[config.mk]
export PLATFORM = sky130hd
export DESIGN_NAME = request_ctrl
export DESIGN_NICKNAME = d
export VERILOG_FILES = /design/src/verilog/health_pkg.sv /design/src/verilog/request_ctrl.sv
export SDC_FILE = /design/constraint.sdc
export NUM_CORES = 1
export LEC_CHECK = 0
export BUFFER_PORTS_ARGS = -buffer_cell sky130_fd_sc_hd__clkbuf_2
export CAP_MARGIN = 0
export CORE_AREA = 3 3 180 182
export DETAILED_ROUTE_END_ITERATION = 10
export DIE_AREA = 0 0 183 185
export PLACE_DENSITY = 0.44
export SLEW_MARGIN = 25
export SYNTH_ARGS = -nofsm -noshare
export SYNTH_HDL_FRONTEND = slang
export SYNTH_SLANG_ARGS = --single-unit
[constraint.sdc]
create_clock -name clk -period 13.5 [get_ports clk]
set_input_delay 1.35 -clock clk [delete_from_list [all_inputs] [get_ports clk]]
set_output_delay 1.35 -clock clk [all_outputs]
set_load 0.005 [all_outputs]
[src/verilog/health_pkg.sv]
package health_pkg;

    localparam int IDX_W     = 12;
    localparam int REC_W     = 64;
    localparam int DATA_NO_W = 8;

    typedef enum logic [1:0] {
        Index_Check      = 2'd0,
        Update           = 2'd1,
        Check_Valid_Date = 2'd2
    } action_t;

    typedef enum logic [1:0] {
        Formula_A = 2'd0,  // Average
        Formula_B = 2'd1,  // Max - min
        Formula_C = 2'd2   // Minimum
    } formula_t;

    typedef enum logic [1:0] {
        Insensitive = 2'd0,
        Normal      = 2'd1,
        Sensitive   = 2'd2
    } mode_t;

    typedef enum logic [1:0] {
        No_Warn   = 2'd0,
        Date_Warn = 2'd1,
        Risk_Warn = 2'd2,
        Data_Warn = 2'd3
    } warn_t;

    typedef struct packed {
        logic [3:0] month;
        logic [4:0] day;
    } date_t;

    // --------------------
    // Record layout
    localparam int IDX_POS [4] = '{52, 40, 20, 8};  // LSBs of A, B, C, D
    localparam int MONTH_LSB   = 32;
    localparam int DAY_LSB     = 0;
    localparam int DATE_FLD_W  = 8;

    function automatic logic [IDX_W-1:0] risk_threshold(formula_t f, mode_t m);
        logic [IDX_W-1:0] base;
        base = (f == Formula_B) ? 12'd800 : 12'd2047;
        case (m)
            Normal:    return base >> 1;
            Sensitive: return base >> 2;
            default:   return base;
        endcase
    endfunction

endpackage
[src/verilog/request_ctrl.sv]
`timescale 1ns/1ps

module request_ctrl #(
    parameter logic [31:0] BASE_ADDR = 32'd65536
) (
    input  logic                             clk,
    input  logic                             inf,
    input  logic                             i_cmd_valid,
    input  health_pkg::action_t              i_action,
    input  health_pkg::formula_t             i_formula,
    input  health_pkg::mode_t                i_mode,
    input  health_pkg::date_t                i_date,
    input  logic [health_pkg::DATA_NO_W-1:0] i_data_no,
    input  logic [4*health_pkg::IDX_W-1:0]   i_index,
    input  logic                             i_rd_ready,
    input  logic                             i_rdata_valid,
    input  logic [health_pkg::REC_W-1:0]     i_rdata,
    input  logic                             i_wr_ready,
    input  logic                             i_wr_done,
    input  logic [health_pkg::REC_W-1:0]     i_wr_data,
    output logic                             o_rd_valid,
    output logic [31:0]                      o_rd_addr,
    output logic                             o_rdata_ready,
    output logic                             o_wr_valid,
    output logic [31:0]                      o_wr_addr,
    output logic [health_pkg::REC_W-1:0]     o_wr_data,
    output logic [health_pkg::REC_W-1:0]     o_record,
    output health_pkg::formula_t             o_formula,
    output health_pkg::mode_t                o_mode,
    output health_pkg::date_t                o_date,
    output logic [4*health_pkg::IDX_W-1:0]   o_index,
    output health_pkg::action_t              o_action,
    output logic                             o_rec_start,
    output logic                             o_finish
);

    typedef enum logic [2:0] {
        S_IDLE,
        S_RD_REQ,
        S_RD_DATA,
        S_CALC,
        S_WR_REQ,
        S_WR_RESP
    } state_t;

    state_t      state;
    logic [1:0]  calc_cnt;
    logic [31:0] addr;
    logic        accept;
    logic        rd_beat;

    assign accept  = i_cmd_valid && (state == S_IDLE);
    assign rd_beat = (state == S_RD_DATA) && i_rdata_valid;

    // --------------------
    // FSM
    always_ff @(posedge clk or negedge inf) begin
        if (!inf) begin
            state <= S_IDLE;
        end else begin
            case (state)
                S_IDLE: begin
                    if (accept)
                        state <= S_RD_REQ;
                end
                S_RD_REQ: begin
                    if (i_rd_ready)
                        state <= S_RD_DATA;
                end
                S_RD_DATA: begin
                    if (i_rdata_valid)
                        state <= S_CALC;
                end
                S_CALC: begin
                    if (o_action == health_pkg::Update)
                        state <= S_WR_REQ;  // Write data is ready next cycle
                    else if (calc_cnt == 2'd2)
                        state <= S_IDLE;
                end
                S_WR_REQ: begin
                    if (i_wr_ready)
                        state <= S_WR_RESP;
                end
                S_WR_RESP: begin
                    if (i_wr_done)
                        state <= S_IDLE;
                end
                default: state <= S_IDLE;
            endcase
        end
    end

    always_ff @(posedge clk or negedge inf) begin
        if (!inf) begin
            calc_cnt    <= '0;
            o_rec_start <= 1'b0;
            o_finish    <= 1'b0;
        end else begin
            calc_cnt    <= (state == S_CALC) ? calc_cnt + 2'd1 : 2'd0;
            o_rec_start <= rd_beat;
            // Risk result lands three cycles after rec_start
            o_finish    <= ((state == S_CALC) && (o_action != health_pkg::Update)
                            && (calc_cnt == 2'd2))
                        || ((state == S_WR_RESP) && i_wr_done);
        end
    end

    // --------------------
    // Command and record hold
    always_ff @(posedge clk) begin
        if (accept) begin
            o_action  <= i_action;
            o_formula <= i_formula;
            o_mode    <= i_mode;
            o_date    <= i_date;
            o_index   <= i_index;
            addr      <= BASE_ADDR + 32'({i_data_no, 3'b000});  // 8 bytes per entry
        end
        if (rd_beat)
            o_record <= i_rdata;
    end

    assign o_rd_valid    = (state == S_RD_REQ);
    assign o_rdata_ready = (state == S_RD_DATA);
    assign o_wr_valid    = (state == S_WR_REQ);
    assign o_rd_addr     = addr;
    assign o_wr_addr     = addr;
    assign o_wr_data     = i_wr_data;

    // --------------------
    // Protocol checks
    assert property (@(posedge clk) disable iff (!inf)
        i_cmd_valid |-> (state == S_IDLE) && !o_finish)
        else $error("Command arrived while the checker was busy");

    assert property (@(posedge clk) disable iff (!inf)
        o_rd_valid && !i_rd_ready |=> o_rd_valid && $stable(o_rd_addr))
        else $error("Read request dropped before i_rd_ready");

    assert property (@(posedge clk) disable iff (!inf)
        o_wr_valid && !i_wr_ready |=> o_wr_valid && $stable(o_wr_addr)
                                      && $stable(o_wr_data))
        else $error("Write request dropped before i_wr_ready");

endmodule

==> results.tsv <==
metric	value	unit
Hold Slack	0.421	ns
Clock Latency Late Sink	0.44	ns
CTS sink cnt	142	
Setup violations, final	0	
Crit path arrival time	1.50	ns
dpl hpwl	14300	um
Synth cell types	30	
Slew @ Worst Pin	0.933	ns
clock skew	0.0288	ns
register area share after synthesis	78.8	%
syn_area_per_cell	18.0	um^2
via count	3092	
Post-DP Area	6580	um^2
CTS Buf Count	17	
main combinational cell family by area after synthesis	buffers and inverters	
reg2reg setup slack	11.43	ns
ANT nets after route	0	
critical path's slowest cell	dfrtp_1	
fill cell count	3262	
Critical path origin	state[2]	
Via density	3.29	
# IOs	466	
dominant delay contributor by cell family on the critical path	flip-flops	
largest fanout on the critical path	10	
worst reg-to-reg path cell count	3	
CORE AREA	30700	um^2
Hold Path Class	reg2reg	
total track usage	9.91	%
reg-to-reg startpoint	state[2]	
DR DRC count	0	
pwr dens	180	nW/um^2
RSZ-0062 raised after global routing	false	
post-synthesis simple-gate area fraction	2.52	%
Reg clk slew, reported paths	0.06	ns
Startpoint Class	flop	
xor/xnor share of the synthesized area	0	%
GPL Wtd Cong	0.708	
final wirelength	17400	um
die area	33900	um^2
clk buf depth	2	
largest area contributor in the netlist	edfxtp_1	
Setup TNS	0	ns
Yosys Warn Count	0	
CTS resizes	0	
CTS Hold Bufs	0	
CTS tree	done	
Root Driver	clkbuf_16	
Worst Path Class, Setup	reg2out	
Crit. End Element	output port	
max-slew violations	0	
post-synth top area share	75.5	%
Layout Nets	737	
htree depth	4	
initial core utilization	17.5	%
Reg-to-Reg End	o_record[20]	
final worst path period need	2.85	ns
pin count of the biggest net entering global routing	72	
Die Height	185	um
CP Cell Sequence	or2b_1 -> nor2_1 -> clkbuf_2	
initial DRC count	127	
share of post-route cells with drive strength above 1	59.9	%
Fmax achieved	0.351	GHz
total of max-cap violations	0	
Final Cycle Share	21.1	%
#FFs+latches synth	142	
Critical Path RT	12.15	ns
area of the mapped netlist	5370	um^2
first-pass GRT wire length	23300	um
Buf/Inv on CP	1	
CP endpoint	o_wr_valid	
static leakage	3.07	nW
routed len/inst	18.6	um
Cells after Synth	298	
number of stages on the worst setup path	3	
Fin. Hold Viols	0	
DIE WIDTH	183	um
status	complete, no violations	
complex-gate fraction of the synthesized area	0.862	%
Layout Area Growth over Synthesis	34.4	%
row cnt	64	
vias in the first global route	3317	
Post-Layout Inst Area	7210	um^2
grt ovf	0	
Slew HR	37.8	%
largest cells by area after synthesis	edfxtp_1 76%, buf_4 17%, dfrtp_1 3.3%	
count of input and output buffers	289	
Largest stage delay, worst path	0.54	ns
VDD IR-drop max	0.132	mV
post-synthesis mux area share	0.186	%
initial antenna violation count	6	
Post-CTS Setup Inserts	0	
adder-cell share of the synthesized area	0.233	%
Initial DRT Pass Iterations	4	
==> cell usage after synthesis, drive strengths merged <==
cell type,n
a211o,1
a211oi,1
a21boi,1
a21oi,1
a31oi,1
and2,2
and2b,3
buf,122
clkbuf,1
conb,2
dfrtp,7
edfxtp,135
ha,1
inv,1
mux2i,1
nand2,2
nand2b,2
nand3,1
nand3b,2
nor2,5
nor3b,1
nor4b,1
o21ai,1
o22ai,1
or2b,1
or3,1
==> through the flow <==
step / utilization (%) / std cells / power (W) / setup slack, ns
floorplan: - / 344 / 0.000729 / 4.26
CTS: 23.4 / 939 / 0.00133 / 10.61
detailed placement: 21.4 / 907 / 0.000807 / 10.71
global placement: 21.4 / 907 / 0.000807 / 10.73
global route: 23.5 / 940 / 0.00137 / 10.53
finish: 23.5 / 940 / 0.00130 / 10.65
==> cells by family after synthesis <==
family                     after synthesis
DFF                                    142
buffers and inverters                  124
and+or+nand+nor                         21
AOI/OAI and AO/OA                        7
other                                    2
muxes                                    1
adders and majority gates                1
==> layer usage <==
| metal | wire, um | track usage, % | part of all wire [%] | vias to the layer above |
|---|---|---|---|---|
| li1 | - | - | - | 1360 |
| met1 | 4610 | 7.66 | 26 | 1390 |
| met2 | 9260 | 17.8 | 53 | 308 |
| met3 | 3240 | 8.35 | 19 | 22 |
| met4 | 218 | 3.72 | 1.2 | 12 |
| met5 | 121 | 1.00 | 0.69 | - |
==> sequential cells by signal, indices dropped and copies added (netlist names) <==
signal,flops
calc_cnt,2
o_action,2
o_date,9
o_finish,1
o_formula,2
o_index,48
o_mode,2
o_rd_addr,8
o_rec_start,1
o_record,64
state,3
==> cell type report <==
type / instances / area (um^2) / share of cell area (%)
Sequential cell: 142 / 4230 / 58.6
Clock buffer: 18 / 429 / 5.95
Tap cell: 396 / 495 / 6.87
Multi-Input combinational cell: 78 / 393 / 5.45
Clock inverter: 14 / 205 / 2.85
Antenna cell: 1 / 2.50 / 0.0347
Inverter: 1 / 3.75 / 0.0520
Timing Repair Buffer: 290 / 1450 / 20.2
==> placed cells by master (no fill, tap or decap), drive strengths merged, types with 3 or more instances in the layout <==
master,instances
bufinv,4
inv,6
dfrtp,7
clkinv,3
conb,48
and2b,3
clkbuf,307
edfxtp,135
nor2,5
==> report_power, final <==
part           switching [W]  internal, W
Combinational       0.000103    0.0000748
Clock               0.000197     0.000313
Sequential         0.0000333     0.000578
Total               0.000334     0.000966
==> worst min-delay path by stage <==
stage / cells after the start / endpoint / from / slack [ns]
2_1_floorplan: 1 / calc_cnt[0] / calc_cnt[0] / 0.40
3_3_place_gp: 1 / calc_cnt[0] / calc_cnt[0] / 0.42
3_5_place_dp: 1 / calc_cnt[0] / calc_cnt[0] / 0.42
4_1_cts: 1 / calc_cnt[0] / calc_cnt[0] / 0.43
5_1_grt: 1 / calc_cnt[0] / calc_cnt[0] / 0.44
6_report: 1 / calc_cnt[0] / calc_cnt[0] / 0.42
No activity file was read; power rests on OpenSTA's default activity.
